`src/fbmem_pkg.sv`:
```
// Shared word types, arbiter client count and client index constants
package fbmem_pkg;

// Word address and data widths
localparam int ADDR_W = 12;
localparam int DATA_W = 16;

typedef logic [ADDR_W-1:0] addr_t;
typedef logic [DATA_W-1:0] data_t;

// Arbiter clients, lower index wins a tie after reset
localparam int N_CLIENTS = 3;
localparam int CL_RECT = 0;
localparam int CL_TEST = 1;
localparam int CL_EXT = 2;

endpackage

```
`src/mem_arbiter.sv`:
```
// Round-robin memory arbiter with per-client acknowledge and read-valid routing
module mem_arbiter import fbmem_pkg::*; #(
	parameter int BURST = 8
) (
	input logic CLOCK_50,
	input logic rst,
	input logic [N_CLIENTS-1:0] req,
	input logic [N_CLIENTS-1:0] wr,
	input addr_t addr [N_CLIENTS],
	input data_t wdata [N_CLIENTS],
	output logic [N_CLIENTS-1:0] ack,
	output logic [N_CLIENTS-1:0] rvalid,
	output logic m_en,
	output logic m_wr,
	output addr_t m_addr,
	output data_t m_wdata,
	input logic m_rvalid
);

localparam int IDX_W = $clog2(N_CLIENTS);
localparam int BEAT_W = $clog2(BURST + 1);

typedef enum logic {S_IDLE, S_BURST} state_t;

state_t state;
logic [IDX_W-1:0] last;
logic [IDX_W-1:0] owner;
logic [IDX_W-1:0] win;
logic found;
logic grant;
logic [BEAT_W-1:0] beat;

// Search starts at the client after the last one granted
always_comb begin
	int idx;
	found = 1'b0;
	win = '0;
	for (int k = 1; k <= N_CLIENTS; k++) begin
		idx = (int'(last) + k) % N_CLIENTS;
		if (!found && req[idx]) begin
			found = 1'b1;
			win = IDX_W'(idx);
		end
	end
end

// No new grant during an ack cycle, the client still holds req then
assign grant = state == S_IDLE && ack == '0 && found;

always_ff @(posedge CLOCK_50) begin
	if (rst) begin
		state <= S_IDLE;
		last <= IDX_W'(N_CLIENTS - 1);
		owner <= '0;
		beat <= '0;
		ack <= '0;
		m_en <= 1'b0;
	end else begin
		ack <= '0;
		m_en <= 1'b0;
		case (state)
			S_IDLE: begin
				if (grant) begin
					ack[win] <= 1'b1;
					m_en <= 1'b1;
					last <= win;
					owner <= win;
					beat <= '0;
					if (!wr[win])
						state <= S_BURST;
				end
			end
			S_BURST: begin
				// Free again in the cycle after the last word
				if (m_rvalid) begin
					beat <= beat + 1'b1;
					if (beat == BEAT_W'(BURST - 1))
						state <= S_IDLE;
				end
			end
			default: state <= S_IDLE;
		endcase
	end
end

// Access payload toward the store
always_ff @(posedge CLOCK_50) begin
	if (grant) begin
		m_wr <= wr[win];
		m_addr <= addr[win];
		m_wdata <= wdata[win];
	end
end

// Read data goes to whoever owns the burst
always_comb begin
	for (int i = 0; i < N_CLIENTS; i++)
		rvalid[i] = m_rvalid && owner == IDX_W'(i);
end

a_ack_onehot: assert property (@(posedge CLOCK_50) disable iff (rst) $onehot0(ack));

// Clients hold req until they see their ack
a_ack_to_req: assert property (@(posedge CLOCK_50) disable iff (rst) (ack & ~req) == '0);

endmodule

```
`config.mk`:
```
export PLATFORM = sky130hd
export DESIGN_NAME = mem_arbiter
export DESIGN_NICKNAME = d
export VERILOG_FILES = /design/src/fbmem_pkg.sv /design/src/mem_arbiter.sv
export SDC_FILE = /design/constraint.sdc
export NUM_CORES = 1
export LEC_CHECK = 0
export BUFFER_PORTS_ARGS = -buffer_cell sky130_fd_sc_hd__buf_2
export CAP_MARGIN = 10
export CORE_MARGIN = 3
export CORE_UTILIZATION = 45
export CTS_BUF_LIST = sky130_fd_sc_hd__clkbuf_16
export CTS_CLUSTER_DIAMETER = 80
export DETAILED_ROUTE_END_ITERATION = 8
export GPL_TIMING_DRIVEN = 0
export PLACE_DENSITY = 0.81
export REMOVE_ABC_BUFFERS = 1
export SLEW_MARGIN = 20
export SYNTH_ARGS = -nofsm -noshare
export SYNTH_HDL_FRONTEND = slang
export SYNTH_SLANG_ARGS = --single-unit
```
`constraint.sdc`:
```
create_clock -name CLOCK_50 -period 3.05 [get_ports CLOCK_50]
set_input_delay 0.305 -clock CLOCK_50 [delete_from_list [all_inputs] [get_ports CLOCK_50]]
set_output_delay 0.305 -clock CLOCK_50 [all_outputs]
set_load 0.05 [all_outputs]
```
=== After elaboration in Yosys (flattened, before gate mapping) ===
Index checks and enable logic that the tools add are counted.

* Input bits: 93
* Bits in registers: 42

* Order comparisons: 6
* Mux-type cells: 34
* Reduce and logical (&&, ||, !) cells: 16
* Eq/ne operators: 5
* Bitwise logic cells: 3
* Div/mod/pow operators: 3
* Add/sub/neg operators: 4

{| class="wikitable"
|+ Operators by type and width
! operator !! number
|-
| 32-bit by 4-bit < comparator with 1-bit output, second input constant || 3
|-
| 32-bit by 3-bit remainder unit with 32-bit output, second input constant || 3
|-
| 16-bit binary-select mux with 2-bit select || 1
|-
| 16-bit two-way mux || 2
|-
| 12-bit binary-select mux with 2-bit select || 1
|-
| 12-bit two-way mux || 2
|-
| 1-bit two-way mux || 16
|-
| 1-bit binary-select mux with 2-bit select || 4
|-
| 1-bit logical AND || 8
|-
| 4-bit two-way mux || 2
|-
| 4-bit one-hot mux with 2 select lines || 1
|-
| 2-bit by 2-bit adder with 3-bit output, second input constant || 2
|-
| 2-bit two-way mux || 3
|-
| 4-bit by 1-bit adder with 4-bit output, second input constant || 1
|-
| 4-bit by 3-bit equality test with 1-bit output, second input constant || 1
|-
| 2-bit inequality test, second input constant || 2
|-
| 2-bit AND reduction || 2
|-
| 2-bit by 1-bit adder with 3-bit output, second input constant || 1
|-
| 3-bit greater-or-equal comparator, second input constant || 1
|-
| 3-bit zero test || 1
|-
| 2-bit by 3-bit < comparator with 1-bit output, second input constant || 1
|-
| 2-bit inverter with 3-bit output || 1
|-
| 3-bit OR reduction || 1
|-
| 1-bit demux with 2-bit select || 1
|-
| other kinds (8) || 10
|}

=== Depth between registers and ports, before layout ===
Gate-level depths: netlist of run 1.

* Word-level depth: 17
* Mapped depth: 11
* Depth with buffers taken out: 9

=== Least setup slack after synthesis of run 1 ===
No wires, ideal clock.

* Path type: reg2reg
* Start: register last[0]
* End: register m_addr[0] (enable)
* Path buffers: 2
* Setup slack: 654 ps
* Required time: 2679 ps
* Cell stages (with the launch flop): 9
* Arrival time: 2024 ps
* Cell sequence: dfxtp_1 -> inv_1 -> ha_1 -> buf_2 -> o22ai_2 -> nor3_1 -> or2_1 -> buf_2 -> inv_2

* Cells in the longest elaborated chain, start to end: 13

{| class="wikitable"
|+ Ends and longest elaborated chain
! item !! RTL line !! text
|-
| start: declaration || mem_arbiter.sv:26 || <nowiki>logic [IDX_W-1:0] last;</nowiki>
|-
| start signal: assignment || mem_arbiter.sv:53 || <nowiki>last <= IDX_W'(N_CLIENTS - 1);</nowiki>
|-
| start signal: assignment || mem_arbiter.sv:66 || <nowiki>last <= win;</nowiki>
|-
| 2-bit by 1-bit adder with 3-bit output || mem_arbiter.sv:39 || <nowiki>idx = (int'(last) + k) % N_CLIENTS;</nowiki>
|-
| 32-bit by 3-bit remainder unit with 32-bit output || mem_arbiter.sv:39 ||
|-
| 1-bit binary-select mux with 2-bit select || mem_arbiter.sv:40 || <nowiki>if (!found && req[idx]) begin</nowiki>
|-
| 1-bit two-way mux (not written as such) (2 in a row) || mem_arbiter.sv:40 ||
|-
| 1-bit two-way mux || mem_arbiter.sv:40 ||
|-
| 1-bit zero test || mem_arbiter.sv:40 ||
|-
| 1-bit logical AND || mem_arbiter.sv:40 ||
|-
| 1-bit two-way mux || mem_arbiter.sv:40 ||
|-
| 1-bit zero test || mem_arbiter.sv:40 ||
|-
| 1-bit logical AND || mem_arbiter.sv:40 ||
|-
| 1-bit two-way mux (*) || mem_arbiter.sv:40 ||
|-
| 1-bit logical AND (*) || mem_arbiter.sv:48 || <nowiki>assign grant = state == S_IDLE && ack == '0 && found;</nowiki>
|-
| net grant || mem_arbiter.sv:30 || <nowiki>logic grant;</nowiki>
|-
| end signal: assignment || mem_arbiter.sv:90 || <nowiki>m_addr <= addr[win];</nowiki>
|-
| end: declaration || mem_arbiter.sv:15 || <nowiki>output addr_t m_addr,</nowiki>
|}

The timed path passes the listed nets; every way through them passes the cells marked *. The select of a mux whose other input is x is not followed.
A chain may end at the register's enable or synchronous reset.

=== Worst setup path in the final report of run 1 ===
* Start: register last[0]
* End: register m_addr[4] (data pin)

* Cells in the longest elaborated chain, start to end: 16

{| class="wikitable"
|+ Ends and longest elaborated chain
! item !! RTL line
|-
| 2-bit by 1-bit adder with 3-bit output || mem_arbiter.sv:39
|-
| 32-bit by 3-bit remainder unit with 32-bit output || mem_arbiter.sv:39
|-
| 1-bit binary-select mux with 2-bit select || mem_arbiter.sv:40
|-
| 1-bit two-way mux (not written as such) (2 in a row) || mem_arbiter.sv:40
|-
| 1-bit two-way mux || mem_arbiter.sv:40
|-
| 1-bit zero test || mem_arbiter.sv:40
|-
| 1-bit logical AND || mem_arbiter.sv:40
|-
| 1-bit two-way mux || mem_arbiter.sv:40
|-
| 1-bit zero test || mem_arbiter.sv:40
|-
| 1-bit logical AND || mem_arbiter.sv:40
|-
| 2-bit two-way mux (*) || mem_arbiter.sv:40
|-
| 2-bit inverter with 3-bit output (not written as such) (*) || mem_arbiter.sv:90
|-
| 12-bit binary-select mux with 2-bit select (*) || mem_arbiter.sv:90
|-
| 12-bit two-way mux (not written as such) (*) (2 in a row) || mem_arbiter.sv:90
|}

Every way passes the cells marked *; elsewhere a longest branch is shown, timed or not. The select of a mux whose other input is x is not followed.

==> results of run 1 <==
[sequential cells by signal, indices dropped and copies added (netlist names)]
register  flops
state         1
ack           3
beat          4
m_addr       12
m_wr          1
m_en          1
last          2
owner         1
m_wdata      16
[synth_stat cells, types with 3 or more instances]
cell type  instances  share of area
a21oi_1           35          0.075
buf_2              6          0.013
buf_4              4          0.013
dfxtp_1           12           0.10
edfxtp_1          29           0.37
ha_1               5          0.027
inv_1              5         0.0080
mux2i_1           31           0.13
nand2_1            8          0.013
nand2b_1           3         0.0080
nand3_1            6          0.013
nand3b_1           4          0.013
nor2_1            33          0.053
nor2b_1            4          0.011
nor3_1             4         0.0086
nor3b_1            3         0.0096
o21ai_0            6          0.013
[routing by layer]
layer | global-route usage | up-vias
met3 | 0.0344 | 6
met2 | 0.330 | 67
met1 | 0.232 | 965
met5 | 0 | -
met4 | 0.0490 | 0
li1 | - | 1064
[cells in the final DEF, fill, tap and decap left out, types with 5 or more instances in the layout]
cell / n
o21ai_0: 6
edfxtp_1: 29
nand2_1: 8
clkbuf_16: 5
nand3_1: 6
inv_1: 6
buf_2: 128
a21oi_1: 35
mux2i_1: 31
ha_1: 5
nor2_1: 33
dfxtp_1: 12
[path summary, 6_finish.rpt]
| check | startpoint | endpoint | slack [ns] | cells past startpoint |
|---|---|---|---|---|
| max | last[0]$_SDFFE_PP0P_ | m_addr[4]$_DFFE_PP_ | 0.30 | 11 |
| min | rst | last[0]$_SDFFE_PP0P_ | 0.32 | 2 |
| max reg2reg | last[0]$_SDFFE_PP0P_ | m_addr[4]$_DFFE_PP_ | 0.30 | 11 |
| min reg2reg | owner[1]$_SDFFE_PP0P_ | owner[1]$_SDFFE_PP0P_ | 0.49 | 2 |
[cell type report]
type                            instances  area (um^2)
Fill cell                             419         1740
Sequential cell                        41         1110
Clock inverter                          3         15.0
Tap cell                               67         83.8
Multi-Input combinational cell        164         1090
Clock buffer                            5          125
Inverter                                6         25.0
Timing Repair Buffer                  132          686
[timing repair]
action,in CTS,in global routing
resized for setup,0,3
buffers inserted,1,0
pin swaps,1,0
setup endpoints to repair,7,59
[per-stage QoR]
| stage | area, um^2 | setup TNS (ns) | hold WS, ns | setup WS, ns | power [mW] |
|---|---|---|---|---|---|
| after floorplan | 2220 | -0.225 | 0.374 | -0.130 | 3.46 |
| after global placement | 2950 | -20.95 | 0.475 | -0.735 | 4.06 |
| after detailed placement | 2980 | -0.546 | 0.483 | -0.0892 | 4.19 |
| after CTS | 3130 | 0 | 0.312 | 0.0712 | 4.70 |
| after global routing | 3140 | 0 | 0.331 | 0.0274 | 4.97 |
| final | 3140 | 0 | 0.320 | 0.296 | 4.64 |
[power groups by stage]
stage                     combinational (mW)  sequential, mW  clock, mW
after floorplan                         1.48            1.98          0
after global placement                  2.89            1.17          0
after detailed placement                3.00            1.19          0
after CTS                               3.03            1.18      0.496
after global routing                    3.26            1.19      0.520
final                                   3.00            1.17      0.482
[logic make-up after synthesis]
group	Yosys count	share of synthesized area
AND/OR/NAND/NOR	73	0.154
AO/OA/AOI/OAI	52	0.138
flip-flops	41	0.476
multiplexers	32	0.139
buffers and inverters	20	0.0589
adder cells (fa/ha/maj)	5	0.0268
XOR/XNOR	2	0.00750
==> results_dict.tcl, run 1 <==
set metrics [dict create \
    cts_buffer_depth 2 \
    timing.fmax_ghz 0.363 \
    crit_family "buffers and inverters" \
    area_delta_synth_final_pct 34.3 \
    top_level_ports 129 \
    clkSinkCount 41 \
    die_h_um 78.1 \
    grtUsageTotal 0.186 \
    start_kind "flop" \
    status "finished clean" \
    grt_pass1_wl_um 9070 \
    antenna_found_initial 0 \
    wl_met2_um 3030 \
    crit_chain "inv_1, ha_1, nand3b_1, o21ai_1, and2_1, o311ai_4, buf_6, buf_8, buf_6, nor2_1, a21oi_1" \
    met1_length_um 2360 \
    intPower_mw 2.30 \
    postSynthCellCount 225 \
    cp_common_cell "buf_6" \
    drtPass1Iterations 4 \
    synth_edf_count 29 \
    hp-class "in2reg" \
    htree_levels 2 \
    synth_cell_type_count 42 \
    drive_above_1_share 0.419 \
    numCtsBuffers 5 \
    coreArea_um2 4880 \
    fin_crit_sh 0.903 \
    rsz0062_at_grt "false" \
    ir_drop_uv 818 \
    dp.final_hpwl_um 4620 \
    synth_ff_type "edfxtp_1" \
    syn_area_um2 2340 \
    synth-seq-cells 41 \
    rows 25 \
    drv_cap 0 \
    port_buffers 128 \
    crit_fanout 18 \
    period_minus_slack_ns 2.75 \
    viasPerCell 5.03 \
    top_layer "met4" \
    ant_nets 0 \
    worst-endpoint-arrival_ns 2.87 \
    routed_wl_um 5810 \
    grt_pass1_vias 1934 \
    diodes 0 \
    route.met3.wl_um 343 \
    cp_num_buf_inv 4 \
    fin_nets 448 \
    cp-end-kind "flop" \
    synthArstFlopShare 0 \
    drtIter0Drc 49 \
    critical-path-slowest-cell "ha_1" \
    slew_violations 0 \
    cts_tree "done" \
    die-area_um2 6090 \
    clk_pin_slew_ns 0.06 \
    gp_congestion 0.888 \
    pwr-share-clk 0.104 \
    drc 0 \
    clockRootBuffer "clkbuf_16" \
    via_count 2102 \
    power.leakage_nw 1.45 \
    dp_cells 409 \
    utilization 0.643 \
    ys.warnings.count 0 \
    start_util 0.479 \
    power_frac_seq 0.251 \
    hold_buffers 0 \
    crit_path_max_incr_delay_ns 0.45 \
    wl_per_cell_um 13.9 \
    synth-seq-area-share 0.476 \
    cp.required_ns 3.17 \
    syn_avg_cell_area_um2 10.4 \
    netSwitchingPower_mw 2.34 \
    path_class "reg2reg" \
    max_slew_margin 0.593 \
    grt_max_degree 34 \
    setup_viol 0 \
    overflow 0 \
    switching_share 0.504 \
    powerDensity_nw_per_um2 1480 \
    hold_viol 0 \
    comb_power_share 0.645 \
    fin_cells 418 \
    clk_latency_ns 0.27 \
    tightest_slew_ns 0.610 \
    finClkSkew_ns 0.00597 \
    fp.dieW_um 78.1 \
]
Note: power is estimated with default switching activity, not from simulation.
==> run 2: changes to the inputs <==
--- a/config.mk
+++ b/config.mk
@@ -5,10 +5,11 @@
 export SDC_FILE = /design/constraint.sdc
 export NUM_CORES = 1
 export LEC_CHECK = 0
+export ABC_AREA = 1
 export BUFFER_PORTS_ARGS = -buffer_cell sky130_fd_sc_hd__buf_2
 export CAP_MARGIN = 10
 export CORE_MARGIN = 3
-export CORE_UTILIZATION = 45
+export CORE_UTILIZATION = 46
 export CTS_BUF_LIST = sky130_fd_sc_hd__clkbuf_16
 export CTS_CLUSTER_DIAMETER = 80
 export DETAILED_ROUTE_END_ITERATION = 8
==> run 2 against run 1 <==
Against the previous run: sequential share of layout area is 1.8 points lower; clock-buffer cell count did not move; sequential cell count is the same; critical endpoint is now m_wdata[12]$_DFFE_PP_; largest cell class unchanged; highest routed layer unchanged.
==> results_dict.tcl, run 2 <==
set metrics [dict create \
    status "finished clean" \
    dp.final_hpwl_um 4690 \
    postSynthCellCount 295 \
    crit_path_max_incr_delay_ns 0.81 \
    post-synth-top-count-cell "nand2_1" \
    synth_edf_count 29 \
    ys.warnings.count 0 \
    crit_chain "inv_1, ha_1, inv_2, nand3_1, nand2_2, a21oi_1, nand2_1, nand2_1, nor2_2, o211ai_2, nand2_1" \
    synth_area_leader_cell "edfxtp_1" \
    grtUsageTotal 0.201 \
    final_cell_mix "128 x buf_2, 109 x nand2_1, 44 x inv_1" \
    synthTopCellsByArea "edfxtp_1 35%, nand2_1 16%, dfxtp_1 9.6%" \
    grt_max_degree 59 \
    cp.required_ns 3.19 \
    die_h_um 79.8 \
    synth_top_area_share 0.348 \
    syn_avg_cell_area_um2 8.49 \
    timing.fmax_ghz 0.361 \
    cts_buffer_depth 2 \
    rows 26 \
    fill_cells 450 \
    gp_congestion 0.879 \
    timing.setup.tns_ns 0 \
    start_util 0.484 \
    final_common_cell "buf_2" \
    ant_nets 0 \
    hp-class "in2reg" \
    drive_above_1_share 0.409 \
    fp.dieW_um 79.8 \
    utilization 0.639 \
    clk_latency_ns 0.27 \
    regArea_um2 1110 \
    clockRootBuffer "clkbuf_16" \
    coreArea_um2 5170 \
    setup_viol 0 \
    clk_pin_slew_ns 0.06 \
    largest_register_ffs 16 \
    cp-end-kind "flop" \
    synth-seq-area-share 0.444 \
    top_regs "m_wdata (16), m_addr (12), beat (4)" \
    period_minus_slack_ns 2.77 \
    drv_cap 0 \
    viasPerCell 4.78 \
    overflow 0 \
    wl_per_cell_um 13.4 \
    drtIter0Drc 206 \
    fin_crit_sh 0.909 \
    synth_cell_type_count 29 \
    cp_num_buf_inv 2 \
    area_delta_synth_final_pct 32.1 \
    hold_viol 0 \
    start_kind "flop" \
    synth-seq-cells 41 \
    post_dp_cell_area_um2 3110 \
    final_cell_area_um2 3310 \
    slew_violations 0 \
    port_buffers 128 \
    antenna_found_initial 0 \
    synthArstFlopShare 0 \
    worst-endpoint-arrival_ns 2.92 \
    synth_common_cells "109 x nand2_1, 44 x inv_1, 29 x edfxtp_1" \
    finClkSkew_ns 0.00447 \
    grt_pass1_wl_um 10000 \
    critical-path-slowest-cell "nor2_2" \
    max_slew_margin 0.334 \
    fin_nets 520 \
    grt_pass1_vias 2204 \
    crit_fanout 15 \
    cts_tree "done" \
    rsz0062_at_grt "false" \
    fin_hold_ws_ns 0.292 \
    via_count 2356 \
    numCtsBuffers 5 \
    clkSinkCount 41 \
    syn_area_um2 2500 \
    tightest_slew_ns 0.999 \
    drc 0 \
    crit_family "simple AND/OR/NAND/NOR gates" \
    drtPass1Iterations 4 \
    routed_wl_um 6590 \
    top_level_ports 129 \
    diodes 0 \
    hold_buffers 0 \
    synth_ff_type "edfxtp_1" \
    cp_common_cell "nand2_1" \
    htree_levels 2 \
    path_class "reg2reg" \
    die-area_um2 6360 \
    multi_input_area_um2 1100 \
    regMostFlops "m_wdata" \
]
-- run 2: metrics by stage --
step / instances / setup WS, ns
global route: 493 / 0.0738
floorplan: 283 / 0.405
detailed placement: 481 / -0.239
CTS: 490 / 0.141
global placement: 481 / -0.226
finish: 493 / 0.277
-- run 2: area by class of cell --
| type | count | area share |
|---|---|---|
| clock buffer | 5 | 0.0378 |
| clock inverter | 3 | 0.0114 |
| inverter | 47 | 0.0545 |
| multi-input combinational | 196 | 0.333 |
| sequential | 41 | 0.336 |
| tap | 70 | 0.0265 |
| timing repair buffer | 131 | 0.201 |
-- run 2: cell families after synthesis --
logic type / count (synthesis) / synth area share
compound gates: 42 / 0.153
fa+ha+maj: 5 / 0.0250
buf+inv: 59 / 0.118
flops: 41 / 0.444
simple gates: 148 / 0.260
-- run 2: worst paths after layout --
kind | from | to | slack (ns) | depth (start not counted)
worst max register to register | last[0]$_SDFFE_PP0P_ | m_wdata[12]$_DFFE_PP_ | 0.28 | 11
worst max-delay path | last[0]$_SDFFE_PP0P_ | m_wdata[12]$_DFFE_PP_ | 0.28 | 11
worst min-delay path | rst | m_en$_SDFF_PP0_ | 0.29 | 2
worst min register to register | beat[3]$_SDFFE_PP0P_ | beat[3]$_SDFFE_PP0P_ | 0.48 | 2
-- run 2: repair_timing --
action                     in CTS  in global routing
setup buffers                   0                  3
gates cloned                    1                  0
resized for setup               0                  1
setup endpoints to repair      32                 58
pin swaps                       1                  1
-- run 2: metal layers --
metal	share of wire	wire length, um	track usage
met2	0.51	3340	0.376
met4	0.0087	57	0.0473
met5	0	0	0
met3	0.079	521	0.0542
met1	0.41	2670	0.224
-- run 2: worst register-to-register path, stage by stage (launching register included) --
cell	delay, ns
dfxtp_1	0.40
inv_1	0.11
ha_1	0.41
inv_2	0.12
nand3_1	0.09
nand2_2	0.12
a21oi_1	0.07
nand2_1	0.07
nand2_1	0.14
nor2_2	0.82
o211ai_2	0.19
nand2_1	0.11
Power of run 2 is left out: the tool's default activity adds up to more than one toggle a clock period on the data nets, which glitch-free logic cannot reach.
